[config.mk]
export PLATFORM = sky130hd
export DESIGN_NAME = decoder_flat
export DESIGN_NICKNAME = d
export VERILOG_FILES = /design/src/hw/core_pkg.sv /design/src/hw/core_intf.sv /design/src/hw/decoder.sv /design/src/flat_wrapper.sv
export SDC_FILE = /design/constraint.sdc
export NUM_CORES = 1
export LEC_CHECK = 0
export ABC_AREA = 1
export BUFFER_PORTS_ARGS = -buffer_cell sky130_fd_sc_hd__buf_4
export CORE_AREA = 2 2 174 176
export DETAILED_ROUTE_END_ITERATION = 8
export DIE_AREA = 0 0 176 178
export PLACE_DENSITY = 0.4
export SLEW_MARGIN = 25
export SYNTH_ARGS = -nofsm -noshare
export SYNTH_HDL_FRONTEND = slang
export SYNTH_SLANG_ARGS = --single-unit
[constraint.sdc]
create_clock -name vclk -period 2.8
set_input_delay 0.28 -clock vclk [all_inputs]
set_output_delay 0.28 -clock vclk [all_outputs]
set_load 0.005 [all_outputs]
[src/hw/core_pkg.sv]
// shared widths, opcodes, funct3 codes, bus and trap codes, ALU operation enum
package core_pkg;

  localparam int XLEN       = 64;
  localparam int ILEN       = 32;
  localparam int REG_ADDR_W = 5;

  localparam logic [XLEN-1:0] RESET_PC = 64'h0;

  // major opcodes
  localparam logic [6:0] OPC_OP_IMM = 7'h13;
  localparam logic [6:0] OPC_OP     = 7'h33;
  localparam logic [6:0] OPC_LUI    = 7'h37;
  localparam logic [6:0] OPC_AUIPC  = 7'h17;
  localparam logic [6:0] OPC_JAL    = 7'h6f;
  localparam logic [6:0] OPC_JALR   = 7'h67;
  localparam logic [6:0] OPC_BRANCH = 7'h63;
  // custom halt, trap code taken from x10
  localparam logic [6:0] OPC_HALT   = 7'h6b;

  // funct3 for OP / OP-IMM
  localparam logic [2:0] F3_ADD_SUB = 3'b000;
  localparam logic [2:0] F3_SLL     = 3'b001;
  localparam logic [2:0] F3_SLT     = 3'b010;
  localparam logic [2:0] F3_SLTU    = 3'b011;
  localparam logic [2:0] F3_XOR     = 3'b100;
  localparam logic [2:0] F3_SRL_SRA = 3'b101;
  localparam logic [2:0] F3_OR      = 3'b110;
  localparam logic [2:0] F3_AND     = 3'b111;

  // funct3 for branches
  localparam logic [2:0] F3_BEQ  = 3'b000;
  localparam logic [2:0] F3_BNE  = 3'b001;
  localparam logic [2:0] F3_BLT  = 3'b100;
  localparam logic [2:0] F3_BGE  = 3'b101;
  localparam logic [2:0] F3_BLTU = 3'b110;
  localparam logic [2:0] F3_BGEU = 3'b111;

  // fetch bus codes
  localparam logic [1:0] IF_SIZE_WORD = 2'd2;
  localparam logic [1:0] RESP_OKAY    = 2'd0;

  localparam logic [7:0] TRAP_BUS_ERR = 8'hff;
  localparam logic [7:0] TRAP_ILLEGAL = 8'hfe;

  typedef enum logic [3:0] {
    ALU_ADD, ALU_SUB, ALU_SLL, ALU_SLT, ALU_SLTU, ALU_XOR,
    ALU_SRL, ALU_SRA, ALU_OR, ALU_AND, ALU_PASS_B
  } alu_op_t;

endpackage

[src/hw/core_intf.sv]
// fetch_bus and commit_bus interfaces with source and sink modports
`timescale 1ns/10ps

interface fetch_bus import core_pkg::*; ();
  // one-cycle pulse marking the execute cycle
  logic            inst_valid;
  logic [ILEN-1:0] inst;
  logic [XLEN-1:0] pc;
  logic            bus_err;

  modport source (output inst_valid, output inst, output pc, output bus_err);
  modport sink   (input inst_valid, input inst, input pc, input bus_err);
endinterface


[src/hw/decoder.sv]
// instruction decoder: field split, immediates, operand select, ALU op, illegal check
`timescale 1ns/10ps

module decoder import core_pkg::*; (
  fetch_bus.sink                 fb,
  output logic [REG_ADDR_W-1:0]  rs1_o,
  output logic [REG_ADDR_W-1:0]  rs2_o,
  input  logic [XLEN-1:0]        rs1_data_i,
  input  logic [XLEN-1:0]        rs2_data_i,
  output logic [XLEN-1:0]        op_a_o,
  output logic [XLEN-1:0]        op_b_o,
  output alu_op_t                alu_op_o,
  output logic [XLEN-1:0]        imm_o,
  output logic [REG_ADDR_W-1:0]  rd_o,
  output logic                   rd_wen_o,
  output logic                   is_branch_o,
  output logic                   is_jal_o,
  output logic                   is_jalr_o,
  output logic                   is_halt_o,
  output logic [2:0]             funct3_o,
  output logic                   illegal_o
);

  logic [6:0]      opcode;
  logic [2:0]      funct3;
  logic            alt;
  logic [XLEN-1:0] imm_i;
  logic [XLEN-1:0] imm_b;
  logic [XLEN-1:0] imm_u;
  logic [XLEN-1:0] imm_j;
  logic            writes_rd;

  assign opcode = fb.inst[6:0];
  assign funct3 = fb.inst[14:12];
  // bit 30 picks sub and sra
  assign alt    = fb.inst[30];

  assign rd_o     = fb.inst[11:7];
  assign rs1_o    = fb.inst[19:15];
  assign rs2_o    = fb.inst[24:20];
  assign funct3_o = funct3;

  assign imm_i = {{(XLEN-12){fb.inst[31]}}, fb.inst[31:20]};
  assign imm_b = {{(XLEN-13){fb.inst[31]}}, fb.inst[31], fb.inst[7],
                  fb.inst[30:25], fb.inst[11:8], 1'b0};
  assign imm_u = {{(XLEN-32){fb.inst[31]}}, fb.inst[31:12], 12'b0};
  assign imm_j = {{(XLEN-21){fb.inst[31]}}, fb.inst[31], fb.inst[19:12],
                  fb.inst[20], fb.inst[30:21], 1'b0};

  always_comb begin
    imm_o       = imm_i;
    op_a_o      = rs1_data_i;
    op_b_o      = rs2_data_i;
    writes_rd   = 1'b0;
    is_branch_o = 1'b0;
    is_jal_o    = 1'b0;
    is_jalr_o   = 1'b0;
    is_halt_o   = 1'b0;
    illegal_o   = 1'b0;
    case (opcode)
      OPC_OP_IMM: begin
        op_b_o    = imm_i;
        writes_rd = 1'b1;
      end
      OPC_OP: begin
        writes_rd = 1'b1;
      end
      OPC_LUI: begin
        imm_o     = imm_u;
        op_b_o    = imm_u;
        writes_rd = 1'b1;
      end
      OPC_AUIPC: begin
        imm_o     = imm_u;
        op_a_o    = fb.pc;
        op_b_o    = imm_u;
        writes_rd = 1'b1;
      end
      OPC_JAL: begin
        imm_o     = imm_j;
        writes_rd = 1'b1;
        is_jal_o  = 1'b1;
      end
      OPC_JALR: begin
        op_b_o    = imm_i;
        writes_rd = 1'b1;
        is_jalr_o = 1'b1;
      end
      OPC_BRANCH: begin
        imm_o       = imm_b;
        is_branch_o = 1'b1;
      end
      OPC_HALT: is_halt_o = 1'b1;
      default:  illegal_o = 1'b1;
    endcase
  end

  // x0 destination never writes
  assign rd_wen_o = writes_rd && (rd_o != '0);

  always_comb begin
    alu_op_o = ALU_ADD;
    if (opcode == OPC_LUI) begin
      alu_op_o = ALU_PASS_B;
    end else if (opcode == OPC_OP_IMM || opcode == OPC_OP) begin
      case (funct3)
        F3_ADD_SUB: alu_op_o = (opcode == OPC_OP && alt) ? ALU_SUB : ALU_ADD;
        F3_SLL:     alu_op_o = ALU_SLL;
        F3_SLT:     alu_op_o = ALU_SLT;
        F3_SLTU:    alu_op_o = ALU_SLTU;
        F3_XOR:     alu_op_o = ALU_XOR;
        F3_SRL_SRA: alu_op_o = alt ? ALU_SRA : ALU_SRL;
        F3_OR:      alu_op_o = ALU_OR;
        F3_AND:     alu_op_o = ALU_AND;
        default:    alu_op_o = ALU_ADD;
      endcase
    end
  end

endmodule

[src/flat_wrapper.sv]
// flat-port wrapper written by rule: the top's interface ports become plain ports
module decoder_flat import core_pkg::*;
  (rs1_o, rs2_o, rs1_data_i, rs2_data_i, op_a_o, op_b_o, alu_op_o, imm_o, rd_o, rd_wen_o, is_branch_o, is_jal_o, is_jalr_o, is_halt_o, funct3_o, illegal_o, fb_inst_valid, fb_inst, fb_pc, fb_bus_err);
  fetch_bus fb_i ();
  output logic [REG_ADDR_W-1:0] rs1_o;
  output logic [REG_ADDR_W-1:0] rs2_o;
  input  logic [XLEN-1:0] rs1_data_i;
  input  logic [XLEN-1:0] rs2_data_i;
  output logic [XLEN-1:0] op_a_o;
  output logic [XLEN-1:0] op_b_o;
  output alu_op_t alu_op_o;
  output logic [XLEN-1:0] imm_o;
  output logic [REG_ADDR_W-1:0] rd_o;
  output logic rd_wen_o;
  output logic is_branch_o;
  output logic is_jal_o;
  output logic is_jalr_o;
  output logic is_halt_o;
  output logic [2:0] funct3_o;
  output logic illegal_o;
  input wire logic [$bits(fb_i.inst_valid)-1:0] fb_inst_valid;
  input wire logic [$bits(fb_i.inst)-1:0] fb_inst;
  input wire logic [$bits(fb_i.pc)-1:0] fb_pc;
  input wire logic [$bits(fb_i.bus_err)-1:0] fb_bus_err;
  assign fb_i.inst_valid = fb_inst_valid;
  assign fb_i.inst = fb_inst;
  assign fb_i.pc = fb_pc;
  assign fb_i.bus_err = fb_bus_err;
  decoder u_core (.fb(fb_i), .rs1_o(rs1_o), .rs2_o(rs2_o), .rs1_data_i(rs1_data_i), .rs2_data_i(rs2_data_i), .op_a_o(op_a_o), .op_b_o(op_b_o), .alu_op_o(alu_op_o), .imm_o(imm_o), .rd_o(rd_o), .rd_wen_o(rd_wen_o), .is_branch_o(is_branch_o), .is_jal_o(is_jal_o), .is_jalr_o(is_jalr_o), .is_halt_o(is_halt_o), .funct3_o(funct3_o), .illegal_o(illegal_o));
endmodule
==> key figures <==
Outcome
  • Outcome: finished, final reports clean

Cells and area
  • Commonest non-fill, non-tap cell in the layout: buf_4
  • Multi-input logic area: 2090 um2
  • Sequential Area: 0 um2
  • Most frequent cells in the layout: 453 x buf_4, 212 x nand2_1, 78 x nand3_1
  • NumNets Final: 1181
  • Num sequential: 0
  • Clkbuf count: 0
  • Antenna cells: 0
  • Syn-to-layout area delta: 111%
  • Layout cells sized above 1: 49.2%
  • Final core utilization: 21.1%
  • Filler cells: 3493

Die
  • Core area: 29400 um2
  • Ports: 446
  • Die W: 176 um
  • Initial Util: 9.99%
  • Die Area: 31300 um2
  • Die Height: 178 um
  • Row count: 63

STA
  • Peak Freq: 0.401 GHz
  • Fin Setup TNS: 0 ns
  • Final hold vios: 0
  • Actual slew at the worst max-slew pin: 0.741 ns
  • Unrepaired setup endpoints after global routing: no
  • Final setup viols: 0
  • Final Critical Period: 2.50 ns
  • Fin crit share: 89.1%
  • Final Max Tran Viols: 0
  • Worst setup margin: 0.304 ns
  • Relative slew slack: 50.4%

Route
  • Antenna viol nets, final: 0
  • Initial drt markers: 233
  • DR pass1 iterations: 4
  • Wire per inst: 16.1 um
  • Via density: 3.88
  • Residual DRC count: 0
  • Vias: 5208
  • WL final: 21.7 mm

Synthesis
  • Largest area contributor in the netlist: nand2_1
  • XOR/XNOR share of the synthesized area: 0%
  • Adder-cell share of the synthesized area: 0%
  • Number of warning messages in the yosys log: 0
  • Mean area per synthesized cell: 4.90 um2
  • Synth cell types: 22
  • Area contributors post-synth: nand2_1 27%, buf_4 15%, nand3_1 13%, nand4_1 11%, inv_1 6.0%
  • Mapped cell area: 2940 um2
  • Synth Area in Simple Gates: 60.2%
  • Mux cell area share after synthesis: 0%
  • Sequential share of the synthesized area: 0%
  • Cells after Synth: 600
  • Share of the synthesized area in the top cell type: 27.2%
  • Largest family of logic cells by synthesized area: simple AND/OR/NAND/NOR gates
  • Post-synthesis compound-gate area fraction: 10.9%
  • Synth Net Count: 826

Placed design
  • GP Congestion: 0.758
  • Port buffer count: 444
  • Post-DP HPWL: 18.1 mm
  • Worst slack, placed: 0.274 ns

Critical path
  • Crit-path cells: buf_4, nand2_1, nor2_4, nand2_4, buf_4, nand2_4, a21oi_1, nand2_1, buf_4
  • Worst setup SP type: input pin
  • Worst Setup SP: fb_inst[0]
  • Critical Path RT: 2.52 ns
  • CP Class: input pin to primary output
  • Critical Path Fanout Max: 53
  • Max stage delay on crit path: 0.51 ns
  • Setup crit end: op_b_o[16]
  • Crit-path most repeated cell: buf_4
  • Critical path's slowest cell: buf_4
  • Critical Path Sink Type: primary output
  • CP arrival: 2.22 ns

Clock network
  • # hold bufs at CTS: 0
  • Setup bufs post-CTS: 0
  • # resized after CTS: 0

Global route
  • Number of global-route vias before repair: 4900
  • GRT Total Usage: 12.3%
  • Initial antenna violation count: 0
  • First-pass GRT wire length: 30.2 mm
  • Grt ovf: 0
  • Pin count of the biggest net entering global routing: 85

Power and ir drop
  • Maximum VDD drop: 55.0 uV
  • PD cells: 129 nW/um2
  • Static leakage: 3.70 nW

Job
  • Max Cap Viol: 0

Worst hold path
  • Worst min path class: input pin to primary output
critical path, delay by kind of cell:
| family | cells | cell delay [ns] |
|---|---|---|
| AOI/OAI and AO/OA | 1 | 0.24 |
| buffers and inverters | 3 | 0.78 |
| and+or+nand+nor | 5 | 0.88 |
power breakdown:
part / switching [mW] / internal [mW]
clock network: 0 / 0
logic: 0.324 / 0.473
registers: 0 / 0
cells in the mapped netlist (all sizes together):
master / instances
nand2: 220
buf: 96
nand3: 79
nand4: 53
inv: 48
o21ai: 39
nor2: 32
a21oi: 22
clkbuf: 6
nor3: 3
a211oi: 1
a31oi: 1
kinds of logic (layout without fill, tap and decap cells):
kind of cell | Yosys count | in the layout
compound gates | 63 | 63
buf+inv | 150 | 503
simple gates | 387 | 387
through the flow:
stage	total power, mW	instances	hold WS (ns)	cell area, um2
4_1_cts	0.813	1343	0.746	6200
3_5_place_dp	0.810	1343	0.745	6200
5_1_grt	0.871	1343	0.747	6200
6_report	0.797	1343	0.741	6200
3_3_place_gp	0.810	1343	0.746	6200
2_1_floorplan	0.264	600	0.596	2940
worst min path at each step:
stage	startpoint	to	slack (ns)	depth (start not counted)
2_1_floorplan	fb_inst[2]	is_halt_o	0.60	1
3_3_place_gp	fb_inst[16]	rs1_o[1]	0.75	2
3_5_place_dp	fb_inst[16]	rs1_o[1]	0.75	2
4_1_cts	fb_inst[16]	rs1_o[1]	0.75	2
5_1_grt	fb_inst[16]	rs1_o[1]	0.75	2
6_report	fb_inst[16]	rs1_o[1]	0.74	2
routing by layer:
layer / share of wire, % / GRT usage, % / vias to the layer above / wire (um)
li1: - / - / 2616 / -
met3: 9.3 / 2.58 / 4 / 2020
met5: 0 / 0 / - / 0
met1: 40 / 15.4 / 2314 / 8730
met2: 50 / 22.8 / 274 / 10800
met4: 0.49 / 0.620 / 0 / 106
layout make-up:
| class | count | area share [%] |
|---|---|---|
| timing repair buffer | 455 | 55.5 |
| multi-input combinational | 450 | 33.7 |
| inverter | 48 | 2.91 |
| tap | 390 | 7.87 |
Note: power is estimated with default switching activity, not from simulation.
