[src/hw/core_pkg.sv]
// shared widths, opcodes, funct3 codes, bus and trap codes, ALU operation enum
package core_pkg;

  localparam int XLEN       = 64;
  localparam int ILEN       = 32;
  localparam int REG_ADDR_W = 5;

  localparam logic [XLEN-1:0] RESET_PC = 64'h0;

  // major opcodes
  localparam logic [6:0] OPC_OP_IMM = 7'h13;
  localparam logic [6:0] OPC_OP     = 7'h33;
  localparam logic [6:0] OPC_LUI    = 7'h37;
  localparam logic [6:0] OPC_AUIPC  = 7'h17;
  localparam logic [6:0] OPC_JAL    = 7'h6f;
  localparam logic [6:0] OPC_JALR   = 7'h67;
  localparam logic [6:0] OPC_BRANCH = 7'h63;
  // custom halt, trap code taken from x10
  localparam logic [6:0] OPC_HALT   = 7'h6b;

  // funct3 for OP / OP-IMM
  localparam logic [2:0] F3_ADD_SUB = 3'b000;
  localparam logic [2:0] F3_SLL     = 3'b001;
  localparam logic [2:0] F3_SLT     = 3'b010;
  localparam logic [2:0] F3_SLTU    = 3'b011;
  localparam logic [2:0] F3_XOR     = 3'b100;
  localparam logic [2:0] F3_SRL_SRA = 3'b101;
  localparam logic [2:0] F3_OR      = 3'b110;
  localparam logic [2:0] F3_AND     = 3'b111;

  // funct3 for branches
  localparam logic [2:0] F3_BEQ  = 3'b000;
  localparam logic [2:0] F3_BNE  = 3'b001;
  localparam logic [2:0] F3_BLT  = 3'b100;
  localparam logic [2:0] F3_BGE  = 3'b101;
  localparam logic [2:0] F3_BLTU = 3'b110;
  localparam logic [2:0] F3_BGEU = 3'b111;

  // fetch bus codes
  localparam logic [1:0] IF_SIZE_WORD = 2'd2;
  localparam logic [1:0] RESP_OKAY    = 2'd0;

  localparam logic [7:0] TRAP_BUS_ERR = 8'hff;
  localparam logic [7:0] TRAP_ILLEGAL = 8'hfe;

  typedef enum logic [3:0] {
    ALU_ADD, ALU_SUB, ALU_SLL, ALU_SLT, ALU_SLTU, ALU_XOR,
    ALU_SRL, ALU_SRA, ALU_OR, ALU_AND, ALU_PASS_B
  } alu_op_t;

endpackage

[src/hw/core_intf.sv]
// fetch_bus and commit_bus interfaces with source and sink modports
`timescale 1ns/10ps

interface fetch_bus import core_pkg::*; ();
  // one-cycle pulse marking the execute cycle
  logic            inst_valid;
  logic [ILEN-1:0] inst;
  logic [XLEN-1:0] pc;
  logic            bus_err;

  modport source (output inst_valid, output inst, output pc, output bus_err);
  modport sink   (input inst_valid, input inst, input pc, input bus_err);
endinterface

interface commit_bus import core_pkg::*; ();
  logic                  valid;
  logic                  rd_wen;
  logic [REG_ADDR_W-1:0] rd;
  logic [XLEN-1:0]       rd_wdata;
  // decoder flag, wired in at the top level
  logic                  illegal;

  modport source (
    output valid,
    output rd_wen,
    output rd,
    output rd_wdata,
    input  illegal
  );
  modport sink (
    input valid,
    input rd_wen,
    input rd,
    input rd_wdata,
    input illegal
  );
endinterface

[src/hw/commit_unit.sv]
// commit record register, trap latch with code priority, retired instruction counter
`timescale 1ns/10ps

module commit_unit import core_pkg::*; (
  input  logic             clock,
  input  logic             reset,
  fetch_bus.sink           fb,
  commit_bus.sink          cb,
  input  logic             is_halt_i,
  input  logic [XLEN-1:0]  x10_i,
  output logic             halted_o,
  output logic             commit_valid_o,
  output logic [XLEN-1:0]  commit_pc_o,
  output logic [ILEN-1:0]  commit_inst_o,
  output logic             commit_wen_o,
  output logic [7:0]       commit_wdest_o,
  output logic [XLEN-1:0]  commit_wdata_o,
  output logic             trap_valid_o,
  output logic [7:0]       trap_code_o,
  output logic [63:0]      instr_count_o
);

  logic       trap_now;
  logic [7:0] code_now;

  assign trap_now = fb.bus_err || cb.illegal || is_halt_i;

  // bus error beats illegal, illegal beats halt
  assign code_now = fb.bus_err  ? TRAP_BUS_ERR :
                    cb.illegal  ? TRAP_ILLEGAL : x10_i[7:0];

  always_ff @(posedge clock) begin
    if (reset) begin
      commit_valid_o <= 1'b0;
      trap_valid_o   <= 1'b0;
      trap_code_o    <= '0;
      instr_count_o  <= '0;
    end else begin
      commit_valid_o <= cb.valid;
      if (cb.valid) begin
        instr_count_o <= instr_count_o + 64'd1;
        if (trap_now) begin
          trap_valid_o <= 1'b1;
          trap_code_o  <= code_now;
        end
      end
    end
  end

  always_ff @(posedge clock) begin
    if (cb.valid) begin
      commit_pc_o    <= fb.pc;
      commit_inst_o  <= fb.inst;
      commit_wen_o   <= cb.rd_wen;
      commit_wdest_o <= 8'(cb.rd);
      commit_wdata_o <= cb.rd_wdata;
    end
  end

  // sticky until reset
  assign halted_o = trap_valid_o;

endmodule

[src/flat_wrapper.sv]
// flat-port wrapper written by rule: the top's interface ports become plain ports
module commit_unit_flat import core_pkg::*;
  (clock, reset, is_halt_i, x10_i, halted_o, commit_valid_o, commit_pc_o, commit_inst_o, commit_wen_o, commit_wdest_o, commit_wdata_o, trap_valid_o, trap_code_o, instr_count_o, fb_inst_valid, fb_inst, fb_pc, fb_bus_err, cb_valid, cb_rd_wen, cb_rd, cb_rd_wdata, cb_illegal);
  fetch_bus fb_i ();
  commit_bus cb_i ();
  input  logic clock;
  input  logic reset;
  input  logic is_halt_i;
  input  logic [XLEN-1:0] x10_i;
  output logic halted_o;
  output logic commit_valid_o;
  output logic [XLEN-1:0] commit_pc_o;
  output logic [ILEN-1:0] commit_inst_o;
  output logic commit_wen_o;
  output logic [7:0] commit_wdest_o;
  output logic [XLEN-1:0] commit_wdata_o;
  output logic trap_valid_o;
  output logic [7:0] trap_code_o;
  output logic [63:0] instr_count_o;
  input wire logic [$bits(fb_i.inst_valid)-1:0] fb_inst_valid;
  input wire logic [$bits(fb_i.inst)-1:0] fb_inst;
  input wire logic [$bits(fb_i.pc)-1:0] fb_pc;
  input wire logic [$bits(fb_i.bus_err)-1:0] fb_bus_err;
  input wire logic [$bits(cb_i.valid)-1:0] cb_valid;
  input wire logic [$bits(cb_i.rd_wen)-1:0] cb_rd_wen;
  input wire logic [$bits(cb_i.rd)-1:0] cb_rd;
  input wire logic [$bits(cb_i.rd_wdata)-1:0] cb_rd_wdata;
  input wire logic [$bits(cb_i.illegal)-1:0] cb_illegal;
  assign fb_i.inst_valid = fb_inst_valid;
  assign fb_i.inst = fb_inst;
  assign fb_i.pc = fb_pc;
  assign fb_i.bus_err = fb_bus_err;
  assign cb_i.valid = cb_valid;
  assign cb_i.rd_wen = cb_rd_wen;
  assign cb_i.rd = cb_rd;
  assign cb_i.rd_wdata = cb_rd_wdata;
  assign cb_i.illegal = cb_illegal;
  commit_unit u_core (.clock(clock), .reset(reset), .fb(fb_i), .cb(cb_i), .is_halt_i(is_halt_i), .x10_i(x10_i), .halted_o(halted_o), .commit_valid_o(commit_valid_o), .commit_pc_o(commit_pc_o), .commit_inst_o(commit_inst_o), .commit_wen_o(commit_wen_o), .commit_wdest_o(commit_wdest_o), .commit_wdata_o(commit_wdata_o), .trap_valid_o(trap_valid_o), .trap_code_o(trap_code_o), .instr_count_o(instr_count_o));
endmodule
[config.mk]
export PLATFORM = sky130hd
export DESIGN_NAME = commit_unit_flat
export DESIGN_NICKNAME = d
export VERILOG_FILES = /design/src/hw/core_pkg.sv /design/src/hw/core_intf.sv /design/src/hw/commit_unit.sv /design/src/flat_wrapper.sv
export SDC_FILE = /design/constraint.sdc
export NUM_CORES = 1
export LEC_CHECK = 0
export ABC_AREA = 0
export ABC_CLOCK_PERIOD_IN_PS = 3100
export BUFFER_PORTS_ARGS = -buffer_cell sky130_fd_sc_hd__buf_4
export CAP_MARGIN = 20
export CORE_AREA = 2 2 186 188
export CTS_CLUSTER_SIZE = 30
export DETAILED_ROUTE_END_ITERATION = 10
export DIE_AREA = 0 0 188 190
export PLACE_DENSITY = 0.51
export SKIP_CTS_REPAIR_TIMING = 1
export SYNTH_ARGS = -nofsm -noshare
export SYNTH_HDL_FRONTEND = slang
export SYNTH_SLANG_ARGS = --single-unit
[constraint.sdc]
create_clock -name clock -period 3.1 [get_ports clock]
set_clock_uncertainty 0.05 [all_clocks]
set_input_delay 0.465 -clock clock [delete_from_list [all_inputs] [get_ports clock]]
set_output_delay 0.465 -clock clock [all_outputs]
set_load 0.005 [all_outputs]
==> reports/qor.yml <==
min_path:
  min_path_type: "input port to flip-flop"
  hold_depth: 1
critical_path:
  end_kind: "flip-flop"
  crit_path_max_incr_delay_ns: 0.66
  critPathMostFrequentCell: "or4_1"
  critPathMaxFanout: 8
  crit_path_cell_trace: "ha_1 > nand3_1 > or4_1 > or4_1 > or4_1 > a21oi_1"
  worstSetupPathType: "flip-flop to flip-flop"
  critPathArrivalTime_ns: 3.08
  cp-start-kind: "flip-flop"
  r2r_cells: 6
  worstPathRequired_ns: 3.51
  cp_slowest_cell: "or4_1"
cells_and_area:
  final_area_sq_um: 13300
  area_delta_synth_final_pct: 54.85
  n_antenna_cell: 0
  layout-drive-gt1-share: 0.4669
  nFillCells: 3331
  nets: 1288
floorplanning:
  start_util: 0.2530
  ios: 481
  coreArea_sq_um: 33950
  core.rowCount: 68
  dieWidth_um: 188
  die-height_um: 190
  die-area_sq_um: 35720
synthesis:
  synth_top_family_by_area: "simple AND/OR/NAND/NOR gates"
  yosysUniqueCellTypes: 49
  ys_warn_count: 0
  synthTopCellsByArea: "edfxtp_1 (58%), dfxtp_1 (17%), nor2_1 (2.9%)"
  synthCells: 604
  async_flop_share: 0
  synthMostInstantiatedCell: "edfxtp_1"
  ys_seq_area_frac: 0.7529
  synth_top_cell_by_area: "edfxtp_1"
  synth_edf_count: 166
  syn_area_sq_um: 8588
  synth_top_area_share: 0.5804
  synth_common_cells: "edfxtp_1 (166), dfxtp_1 (74), nor2_1 (66)"
  synth-simple-area-share: 0.1438
  synth_top_flop_cell: "edfxtp_1"
  synth_xor_area_frac: 0.03467
  synth_seq_cells: 240
  synth.avg_cell_area_sq_um: 14.22
  synth_compound_area_frac: 0.04531
  synth.area.mux_share: 0.003788
  synthAdderAreaFrac: 0.001457
routing:
  post_drt_via_cell_ratio: 4.283
  drc: 0
  final_antenna_net_count: 0
  wire_per_inst_um: 18.90
  via_count: 6544
  drt_first_pass_iters: 4
  routed_wl_mm: 28.88
  first_iter_violations: 319
timing:
  hold_viol: 0
  tightest_slew_ns: 0.9168
  relSlewSlack: 0.3888
  slew_violations: 0
  rsz0062_at_grt: "no"
  finalSetupViolCount: 0
  finalCriticalPeriod_ns: 2.662
  period_share: 0.8588
  setup_tns_ns: 0
  fmax_mhz: 375.6
place:
  place_congestion: 0.8096
  hpwl_mm: 22.28
  placed_area_sq_um: 12330
  port_buffers: 420
global_route:
  grt_pass1_wl_mm: 40.74
  grt_util_met2: 0.2904
  grt_pass1_vias: 6336
  grt_busiest_layer: "met2"
  grt_util_met3: 0.05940
  grt_overflow: 0
  grt_max_degree: 167
  grt_util_all_layers: 0.1520
  antenna_found_initial: 1
  grt_use_met1: 0.1565
clock_tree:
  cts.sinks: 240
  cts_root_buf: "clkbuf_16"
  cts_buffers: 29
  clk_pin_slew_ns: 0.06
  tritoncts: "done"
  htree_levels: 1
  insertion_delay_ns: 0.54
  cts_buffer_depth: 3
power_and_ir_drop:
  vdd_drop_max_mv: 0.3919
  powerDensity_nw_per_um2: 579.2
  p_leak_nw: 5.280
job:
  drv_cap: 0
run_status:
  status: "completed"
[state kept, by name, indices dropped and copies added, names as in the netlist]
| register | flops |
|---|---|
| u_core.trap_code_o | 8 |
| u_core.commit_wdata_o | 64 |
| u_core.commit_pc_o | 64 |
| u_core.commit_wen_o | 1 |
| u_core.commit_inst_o | 32 |
| u_core.commit_valid_o | 1 |
| u_core.halted_o | 1 |
| u_core.instr_count_o | 64 |
| u_core.commit_wdest_o | 5 |
[report_power, final]
part / leakage [nW] / internal, mW / switching (mW)
clock network: 0.453 / 2.05 / 1.36
logic: 2.60 / 0.367 / 0.234
registers: 2.22 / 3.64 / 0.0568
total: 5.28 / 6.05 / 1.65
[critical path, delay by kind of cell, from the launching register on]
kind | cells | cell delay [ns]
flops | 1 | 0.45
simple gates | 4 | 1.66
compound gates | 1 | 0.14
fa+ha+maj | 1 | 0.28
[routing by layer]
metal,wire length (um),part of all wire,vias up
met2,15560,0.54,242
met5,0,0,-
met3,2724,0.094,31
met4,461,0.016,0
li1,-,-,3168
met1,10130,0.35,3103
[final cells by class]
| cell class | instances | area, sq um | area share |
|---|---|---|---|
| clock inverters | 22 | 229.0 | 0.01722 |
| flip-flops and latches | 240 | 6466 | 0.4862 |
| inverters | 10 | 37.54 | 0.002822 |
| clock buffers | 32 | 737.0 | 0.05541 |
| repair buffers | 435 | 3282 | 0.2468 |
| well taps | 455 | 569.3 | 0.04281 |
| multi-input cells | 334 | 1978 | 0.1487 |
[cells in the final DEF, fill, tap and decap left out, types with 3 or more instances in the layout]
cell type,netlist,routed
clkbuf_16,0,29
buf_4,4,433
clkbuf_1,14,3
and4_1,4,4
conb_1,1,3
o31ai_1,6,6
a211oi_1,8,8
nand3_1,23,23
a21oi_1,26,26
o21ai_0,13,13
inv_1,10,10
nor2_1,66,66
clkinv_1,0,6
nand2_1,26,26
and3_1,7,7
xor2_1,16,16
or4_1,11,11
clkinv_2,0,3
or3_1,15,15
dfxtp_1,74,74
edfxtp_1,166,166
nor4_1,13,13
bufinv_16,0,4
clkinvlp_4,0,6
nor3_1,12,12
nand4_1,29,29
xnor2_1,18,18
or2_2,5,5
[final timing paths]
kind | startpoint | end | slack [ns]
worst max register to register | u_core.instr_count_o[0] | u_core.instr_count_o[56] | 0.44
worst min register to register | u_core.instr_count_o[52] | u_core.instr_count_o[52] | 0.45
worst max-delay path | u_core.instr_count_o[0] | u_core.instr_count_o[56] | 0.44
worst min-delay path | fb_pc[12] | u_core.commit_pc_o[12] | 0.05
[cell families after synthesis]
group                    count (synthesis)
AO/OA/AOI/OAI                           63
XOR/XNOR                                34
adder cells (fa/ha/maj)                  1
buffers and inverters                   32
flip-flops                             240
multiplexers                             3
other                                    1
AND/OR/NAND/NOR                        230
[metrics by stage]
stage	hold WS, ns	power (mW)	instances	setup WS, ns	utilization
finish	0.04707	7.703	1528	0.4376	0.3918
global route	0.01792	7.992	1528	0.2712	0.3918
CTS	0.009076	7.831	1527	0.4058	0.3915
detailed placement	0.4404	4.373	1473	0.4546	0.3631
global placement	0.4283	4.366	1473	0.4430	0.3631
floorplan	0.4217	3.827	606	0.6856	-
Power figures use the tool's default switching activity.
