**config.mk**
```make
export PLATFORM = sky130hd
export DESIGN_NAME = fetch_unit_flat
export DESIGN_NICKNAME = d
export VERILOG_FILES = /design/src/hw/core_pkg.sv /design/src/hw/core_intf.sv /design/src/hw/fetch_unit.sv /design/src/flat_wrapper.sv
export SDC_FILE = /design/constraint.sdc
export NUM_CORES = 1
export LEC_CHECK = 0
export ABC_AREA = 1
export BUFFER_PORTS_ARGS = -buffer_cell sky130_fd_sc_hd__buf_2
export CAP_MARGIN = 20
export CORE_MARGIN = 10
export CORE_UTILIZATION = 40
export CTS_BUF_LIST = sky130_fd_sc_hd__clkbuf_8 sky130_fd_sc_hd__clkbuf_16
export CTS_CLUSTER_SIZE = 14
export DETAILED_ROUTE_END_ITERATION = 7
export GPL_TIMING_DRIVEN = 0
export PLACE_DENSITY_LB_ADDON = 0.15
export SYNTH_ARGS = -nofsm -noshare
export SYNTH_HDL_FRONTEND = slang
export SYNTH_SLANG_ARGS = --single-unit
```
**constraint.sdc**
```tcl
create_clock -name clock -period 2 [get_ports clock]
set_input_delay 0.2 -clock clock [delete_from_list [all_inputs] [get_ports clock]]
set_output_delay 0.2 -clock clock [all_outputs]
set_load 0.02 [all_outputs]
```
**src/hw/core_pkg.sv**
```systemverilog
// shared widths, opcodes, funct3 codes, bus and trap codes, ALU operation enum
package core_pkg;

  localparam int XLEN       = 64;
  localparam int ILEN       = 32;
  localparam int REG_ADDR_W = 5;

  localparam logic [XLEN-1:0] RESET_PC = 64'h0;

  // major opcodes
  localparam logic [6:0] OPC_OP_IMM = 7'h13;
  localparam logic [6:0] OPC_OP     = 7'h33;
  localparam logic [6:0] OPC_LUI    = 7'h37;
  localparam logic [6:0] OPC_AUIPC  = 7'h17;
  localparam logic [6:0] OPC_JAL    = 7'h6f;
  localparam logic [6:0] OPC_JALR   = 7'h67;
  localparam logic [6:0] OPC_BRANCH = 7'h63;
  // custom halt, trap code taken from x10
  localparam logic [6:0] OPC_HALT   = 7'h6b;

  // funct3 for OP / OP-IMM
  localparam logic [2:0] F3_ADD_SUB = 3'b000;
  localparam logic [2:0] F3_SLL     = 3'b001;
  localparam logic [2:0] F3_SLT     = 3'b010;
  localparam logic [2:0] F3_SLTU    = 3'b011;
  localparam logic [2:0] F3_XOR     = 3'b100;
  localparam logic [2:0] F3_SRL_SRA = 3'b101;
  localparam logic [2:0] F3_OR      = 3'b110;
  localparam logic [2:0] F3_AND     = 3'b111;

  // funct3 for branches
  localparam logic [2:0] F3_BEQ  = 3'b000;
  localparam logic [2:0] F3_BNE  = 3'b001;
  localparam logic [2:0] F3_BLT  = 3'b100;
  localparam logic [2:0] F3_BGE  = 3'b101;
  localparam logic [2:0] F3_BLTU = 3'b110;
  localparam logic [2:0] F3_BGEU = 3'b111;

  // fetch bus codes
  localparam logic [1:0] IF_SIZE_WORD = 2'd2;
  localparam logic [1:0] RESP_OKAY    = 2'd0;

  localparam logic [7:0] TRAP_BUS_ERR = 8'hff;
  localparam logic [7:0] TRAP_ILLEGAL = 8'hfe;

  typedef enum logic [3:0] {
    ALU_ADD, ALU_SUB, ALU_SLL, ALU_SLT, ALU_SLTU, ALU_XOR,
    ALU_SRL, ALU_SRA, ALU_OR, ALU_AND, ALU_PASS_B
  } alu_op_t;

endpackage

```
**src/hw/core_intf.sv**
```systemverilog
// fetch_bus and commit_bus interfaces with source and sink modports
`timescale 1ns/10ps

interface fetch_bus import core_pkg::*; ();
  // one-cycle pulse marking the execute cycle
  logic            inst_valid;
  logic [ILEN-1:0] inst;
  logic [XLEN-1:0] pc;
  logic            bus_err;

  modport source (output inst_valid, output inst, output pc, output bus_err);
  modport sink   (input inst_valid, input inst, input pc, input bus_err);
endinterface


```
**src/hw/fetch_unit.sv**
```systemverilog
// fetch sequencer: program counter, instruction bus requests, instruction capture
`timescale 1ns/10ps

module fetch_unit import core_pkg::*; (
  input  logic             clock,
  input  logic             reset,
  input  logic [XLEN-1:0]  next_pc_i,
  input  logic             halted_i,
  output logic             if_valid_o,
  output logic [XLEN-1:0]  if_addr_o,
  output logic [1:0]       if_size_o,
  input  logic             if_ready_i,
  input  logic [XLEN-1:0]  if_data_read_i,
  input  logic [1:0]       if_resp_i,
  fetch_bus.source         fb
);

  // S_WAIT is the idle state after reset and the parking state after a trap
  typedef enum logic [1:0] {
    S_WAIT,
    S_REQ,
    S_EXEC
  } state_t;

  state_t          state_q;
  logic [XLEN-1:0] pc_q;
  logic [ILEN-1:0] inst_q;
  logic            err_q;
  logic            xfer;

  assign if_valid_o = (state_q == S_REQ) && !halted_i;
  assign if_addr_o  = pc_q;
  assign if_size_o  = IF_SIZE_WORD;

  assign xfer = if_valid_o && if_ready_i;

  always_ff @(posedge clock) begin
    if (reset) begin
      state_q <= S_WAIT;
      pc_q    <= RESET_PC;
    end else begin
      case (state_q)
        S_WAIT: begin
          if (!halted_i) begin
            state_q <= S_REQ;
          end
        end
        S_REQ: begin
          // halted shows up here in the commit cycle of a trap
          if (halted_i) begin
            state_q <= S_WAIT;
          end else if (if_ready_i) begin
            state_q <= S_EXEC;
          end
        end
        S_EXEC: begin
          state_q <= S_REQ;
          pc_q    <= next_pc_i;
        end
        default: begin
          state_q <= S_WAIT;
        end
      endcase
    end
  end

  // word select by address bit 2
  always_ff @(posedge clock) begin
    if (xfer) begin
      inst_q <= pc_q[2] ? if_data_read_i[2*ILEN-1:ILEN] : if_data_read_i[ILEN-1:0];
      err_q  <= (if_resp_i != RESP_OKAY);
    end
  end

  assign fb.inst_valid = (state_q == S_EXEC);
  assign fb.inst       = inst_q;
  assign fb.pc         = pc_q;
  assign fb.bus_err    = err_q;

endmodule

```
**src/flat_wrapper.sv**
```systemverilog
// flat-port wrapper written by rule: the top's interface ports become plain ports
module fetch_unit_flat import core_pkg::*;
  (clock, reset, next_pc_i, halted_i, if_valid_o, if_addr_o, if_size_o, if_ready_i, if_data_read_i, if_resp_i, fb_inst_valid, fb_inst, fb_pc, fb_bus_err);
  fetch_bus fb_i ();
  input  logic clock;
  input  logic reset;
  input  logic [XLEN-1:0] next_pc_i;
  input  logic halted_i;
  output logic if_valid_o;
  output logic [XLEN-1:0] if_addr_o;
  output logic [1:0] if_size_o;
  input  logic if_ready_i;
  input  logic [XLEN-1:0] if_data_read_i;
  input  logic [1:0] if_resp_i;
  output wire logic [$bits(fb_i.inst_valid)-1:0] fb_inst_valid;
  output wire logic [$bits(fb_i.inst)-1:0] fb_inst;
  output wire logic [$bits(fb_i.pc)-1:0] fb_pc;
  output wire logic [$bits(fb_i.bus_err)-1:0] fb_bus_err;
  assign fb_inst_valid = fb_i.inst_valid;
  assign fb_inst = fb_i.inst;
  assign fb_pc = fb_i.pc;
  assign fb_bus_err = fb_i.bus_err;
  fetch_unit u_core (.clock(clock), .reset(reset), .next_pc_i(next_pc_i), .halted_i(halted_i), .if_valid_o(if_valid_o), .if_addr_o(if_addr_o), .if_size_o(if_size_o), .if_ready_i(if_ready_i), .if_data_read_i(if_data_read_i), .if_resp_i(if_resp_i), .fb(fb_i));
endmodule
```
==> flow_summary.html <==
<table>
<tr><th>Metric</th><th>Value</th></tr>
<tr><th colspan="2">Run status</th></tr>
<tr><td>Status</td><td>complete, no violations</td></tr>
<tr><th colspan="2">Drt</th></tr>
<tr><td>Vias after detailed routing</td><td>4,619</td></tr>
<tr><td>Count of nets left with antenna violations after detail routing</td><td>0</td></tr>
<tr><td>Wire per inst</td><td>around 14 um</td></tr>
<tr><td>DRC marker count from the first detailed-route iteration</td><td>roughly 250</td></tr>
<tr><td>Final wirelength</td><td>between 15,000 and 20,000 um</td></tr>
<tr><td>Wire length on met2</td><td>7900 um</td></tr>
<tr><td>Metal1 wirelength</td><td>about 6000 um</td></tr>
<tr><td>Number of detailed-route iterations in the first pass</td><td>4</td></tr>
<tr><td>Remaining design rule violation count</td><td>0</td></tr>
<tr><td>Vias per std cell</td><td>4.24</td></tr>
<tr><td>Routed wire length on met3</td><td>roughly 1600 um</td></tr>
<tr><td>Top Metal Used</td><td>met4</td></tr>
<tr><th colspan="2">Global route</th></tr>
<tr><td>Number of antenna violations at the first check in global routing</td><td>2</td></tr>
<tr><td>Global-route wire length before repair</td><td>between 20,000 and 25,000 um</td></tr>
<tr><td>Global Route Usage Sum</td><td>between 10% and 20%</td></tr>
<tr><td>Via count of the first global-routing pass</td><td>4,546</td></tr>
<tr><td>Largest net degree at the start of global routing</td><td>23</td></tr>
<tr><td>Global-route congestion overflow total</td><td>0</td></tr>
<tr><th colspan="2">Floorplanning</th></tr>
<tr><td>Overall die width</td><td>129 um</td></tr>
<tr><td>Core area</td><td>0.0115 mm^2</td></tr>
<tr><td>Die Y</td><td>roughly 130 um</td></tr>
<tr><td>I/O pin total</td><td>around 300</td></tr>
<tr><td>Initial Util</td><td>between 40% and 50%</td></tr>
<tr><td>Die Outline Area</td><td>approximately 0.017 mm^2</td></tr>
<tr><td>Number of placement rows</td><td>39</td></tr>
<tr><th colspan="2">Clock network</th></tr>
<tr><td>Clock latency of the later-clocked register in the worst-skew pair</td><td>between 0.3 and 0.4 ns</td></tr>
<tr><td>Clock tree sinks</td><td>slightly below 100</td></tr>
<tr><td>Root Buffer</td><td>clkbuf_16</td></tr>
<tr><td>Clock tree from TritonCTS</td><td>yes</td></tr>
<tr><td>Deepest level of the CTS H-tree</td><td>3</td></tr>
<tr><td>CTS Hold Buffers Added</td><td>0</td></tr>
<tr><td>Total CTS buffers</td><td>9</td></tr>
<tr><td>Number of gates given a new drive strength after cts</td><td>0</td></tr>
<tr><td>Clock slew at the register clock pins of the worst setup and hold paths</td><td>about 0.06 ns</td></tr>
<tr><td>Clock Tree Buf Depth</td><td>2</td></tr>
<tr><td>Setup fix buffers added after clock tree synthesis</td><td>0</td></tr>
<tr><th colspan="2">Placement</th></tr>
<tr><td>Weighted congestion reported at the end of routability-driven placement</td><td>0.776</td></tr>
<tr><td>Post-detailed-placement cell area</td><td>roughly 0.0064 mm^2</td></tr>
<tr><td>Detailed placer's ending HPWL</td><td>~13,000 um</td></tr>
<tr><td>Total of buffers placed on input and output ports</td><td>about 300</td></tr>
<tr><th colspan="2">Pwr</th></tr>
<tr><td>Part of the power in registers</td><td>~48%</td></tr>
<tr><td>Clock power frac</td><td>roughly two fifths</td></tr>
<tr><td>Power spent charging and discharging nets</td><td>about 0.0010 W</td></tr>
<tr><td>Static power due to leakage</td><td>around 3.9 nW</td></tr>
<tr><td>Comb pwr share</td><td>a little under an eighth</td></tr>
<tr><td>Power density cells</td><td>~670 mW/mm^2</td></tr>
<tr><td>Sum of internal, switching and leakage power</td><td>~0.0045 W</td></tr>
<tr><td>Sw frac</td><td>a little under a quarter</td></tr>
<tr><td>Internal Power</td><td>0.00344 W</td></tr>
<tr><td>Worst IR drop on VDD</td><td>roughly 0.47 mV</td></tr>
<tr><th colspan="2">Timing</th></tr>
<tr><td>RSZ-0062 raised after global routing</td><td>false</td></tr>
<tr><td>Final count of negative-setup-slack endpoints</td><td>0</td></tr>
<tr><td>Highest clock frequency the design can meet</td><td>about 0.62 GHz</td></tr>
<tr><td>Post-route setup TNS</td><td>0 ns</td></tr>
<tr><td>Transition time at the pin with the least slew margin</td><td>around 0.58 ns</td></tr>
<tr><td>Clock skew</td><td>approximately 0.0042 ns</td></tr>
<tr><td>Worst slew margin</td><td>approximately 60%</td></tr>
<tr><td>Post-route clock period utilization</td><td>roughly four fifths</td></tr>
<tr><td>Final hold viol count</td><td>0</td></tr>
<tr><td>Max Transition Viols Final</td><td>0</td></tr>
<tr><td>Post-route minimum period</td><td>1.61 ns</td></tr>
<tr><th colspan="2">Critical path</th></tr>
<tr><td>Worst Path Class, Setup</td><td>reg2reg</td></tr>
<tr><td>Launching instance or port of the critical path</td><td>u_core.state_q[0]</td></tr>
<tr><td>Critical path's slowest cell</td><td>inv_1</td></tr>
<tr><td>Top Family by Delay on Critical Path</td><td>buffers and inverters</td></tr>
<tr><td>Setup slack on the worst flop-to-flop path</td><td>0.39 ns</td></tr>
<tr><td>Terminus of the critical flop-to-flop path</td><td>u_core.fb.inst[17]</td></tr>
<tr><td>Largest stage delay on the critical path</td><td>roughly 0.48 ns</td></tr>
<tr><td>Chain of cells forming the critical path</td><td>nand4_1 -&gt; inv_1 -&gt; buf_16</td></tr>
<tr><td>Critical Path Fanout Max</td><td>22</td></tr>
<tr><td>Instance count on the critical path</td><td>3</td></tr>
<tr><td>Reg2Reg Depth</td><td>3</td></tr>
<tr><td>Arrival time at the worst endpoint</td><td>~1.7 ns</td></tr>
<tr><td>Worst Setup EP</td><td>u_core.fb.inst[17]</td></tr>
<tr><td>Reg-to-reg critical path startpoint</td><td>u_core.state_q[0]</td></tr>
<tr><td>Worst Path Required</td><td>about 2.1 ns</td></tr>
<tr><td>Launching element type of the critical path</td><td>register</td></tr>
<tr><td>Buffers and inverters on the worst path</td><td>2</td></tr>
<tr><td>Crit path capture type</td><td>register</td></tr>
<tr><th colspan="2">Layout</th></tr>
<tr><td>Signed area change from the synthesized netlist to the final layout</td><td>42.3%</td></tr>
<tr><td>Ratio of cells with drive above 1 in the final layout</td><td>around 42%</td></tr>
<tr><td>Combined flip-flop and latch cell area</td><td>0.00231 mm^2</td></tr>
<tr><td>Commonest cells after routing, fill and taps aside</td><td>buf_2 (315), nor2_1 (132), inv_1 (100)</td></tr>
<tr><td>Cell area after layout</td><td>approximately 0.0067 mm^2</td></tr>
<tr><td>Count of fill cells added during filler insertion</td><td>~1,100</td></tr>
<tr><td>Most common cell after layout, fill and taps aside</td><td>buf_2</td></tr>
<tr><td>Total area of multi-input combinational cells</td><td>0.00137 mm^2</td></tr>
<tr><td>Nets</td><td>1,075</td></tr>
<tr><th colspan="2">Flow run</th></tr>
<tr><td>Max-cap check violation count</td><td>0</td></tr>
<tr><th colspan="2">Yosys</th></tr>
<tr><td>Number of register bits inferred by synthesis</td><td>a little under 100</td></tr>
<tr><td>Cell Area, Synth</td><td>roughly 0.0047 mm^2</td></tr>
<tr><td>Cells after Synth</td><td>633</td></tr>
<tr><td>Net Count, Synth</td><td>~770</td></tr>
<tr><td>Mean post-synth cell area</td><td>approximately 7.5 um^2</td></tr>
<tr><td>Count of cell types in the netlist</td><td>16</td></tr>
<tr><td>Yosys warning count</td><td>0</td></tr>
<tr><td>Sequential cell area fraction in the yosys report</td><td>48.9%</td></tr>
<tr><th colspan="2">Min path</th></tr>
<tr><td>Tightest Hold Check Type</td><td>in2reg</td></tr>
<tr><td>HP Start</td><td>reset</td></tr>
</table>
## per-stage QoR
stage	worst slack (ns)	hold WS (ns)	std cells	util [%]
2_1_floorplan	0.448	0.272	633	-
3_3_place_gp	0.00820	0.375	1072	55.5
3_5_place_dp	0.381	0.379	1073	55.7
4_1_cts	0.371	0.0172	1089	58.4
5_1_grt	0.237	0.0263	1089	58.4
6_report	0.394	0.0310	1090	58.4
## synthesized netlist by cell type
| cell | count | area share [%] |
|---|---|---|
| nand2_1 | 96 | 7.6 |
| nor2_2 | 1 | 0.13 |
| o21ai_0 | 33 | 3.5 |
| buf_1 | 4 | 0.32 |
| inv_1 | 100 | 7.9 |
| or2_2 | 1 | 0.13 |
| dfxtp_1 | 66 | 28 |
| nand4_1 | 1 | 0.13 |
| buf_2 | 19 | 2.0 |
| buf_4 | 68 | 11 |
| nor2_1 | 132 | 10 |
| inv_2 | 2 | 0.16 |
| clkbuf_1 | 10 | 0.79 |
| conb_1 | 2 | 0.16 |
| edfxtp_1 | 33 | 21 |
| nand3_1 | 65 | 6.9 |
## cell families (layout without fill, tap and decap cells)
| family | Yosys count | after routing | synth area share, % |
|---|---|---|---|
| simple gates | 296 | 296 | 25.4 |
| compound gates | 33 | 33 | 3.49 |
| flops | 99 | 99 | 48.9 |
| buf+inv | 203 | 516 | 22.0 |
| other cells | 2 | 3 | 0.159 |
## sequential cells by signal, summed over array words and instances, names as in the netlist
| register | count |
|---|---|
| u_core.fb.bus_err | 1 |
| u_core.state_q | 2 |
| u_core.fb.pc | 64 |
| u_core.fb.inst | 32 |
## worst register-to-register path: cells and delay by family, from the launching register on
family,cells,cell delay (ns)
buffers and inverters,2,0.72
flip-flops,1,0.40
AND/OR/NAND/NOR,1,0.19
## power by group through the flow
stage | Sequential (W) | Combinational, W | Clock (W)
after global placement | 0.00219 | 0.000520 | 0
after global routing | 0.00215 | 0.000590 | 0.00194
after floorplan | 0.00223 | 0.000249 | 0
after CTS | 0.00214 | 0.000532 | 0.00187
after detailed placement | 0.00219 | 0.000530 | 0
final | 0.00214 | 0.000524 | 0.00181
## layer usage
metal / up-vias / track usage, %
met4: 0 / 5.28
li1: 2455 / -
met5: - / 0
met3: 12 / 6.37
met1: 1972 / 19.1
met2: 180 / 32.3
## final cells by class
type                    instances  area share [%]
diodes                          1          0.0372
plain buffers                 101            9.79
clock buffers                   9            3.35
clock inverters                 7            1.23
inverters                     102            5.69
multi-input cells             331            20.4
flip-flops and latches         99            34.4
well taps                     143            2.66
repair buffers                297            22.4
## worst min path at each step
stage / end / slack (ns) / cells after the start
after global routing: u_core.state_q[1] / 0.03 / 2
after detailed placement: u_core.state_q[1] / 0.38 / 2
final: u_core.state_q[1] / 0.03 / 2
after global placement: u_core.state_q[1] / 0.38 / 2
after CTS: u_core.state_q[1] / 0.02 / 2
after floorplan: u_core.state_q[1] / 0.27 / 1
Power figures use the tool's default switching activity.
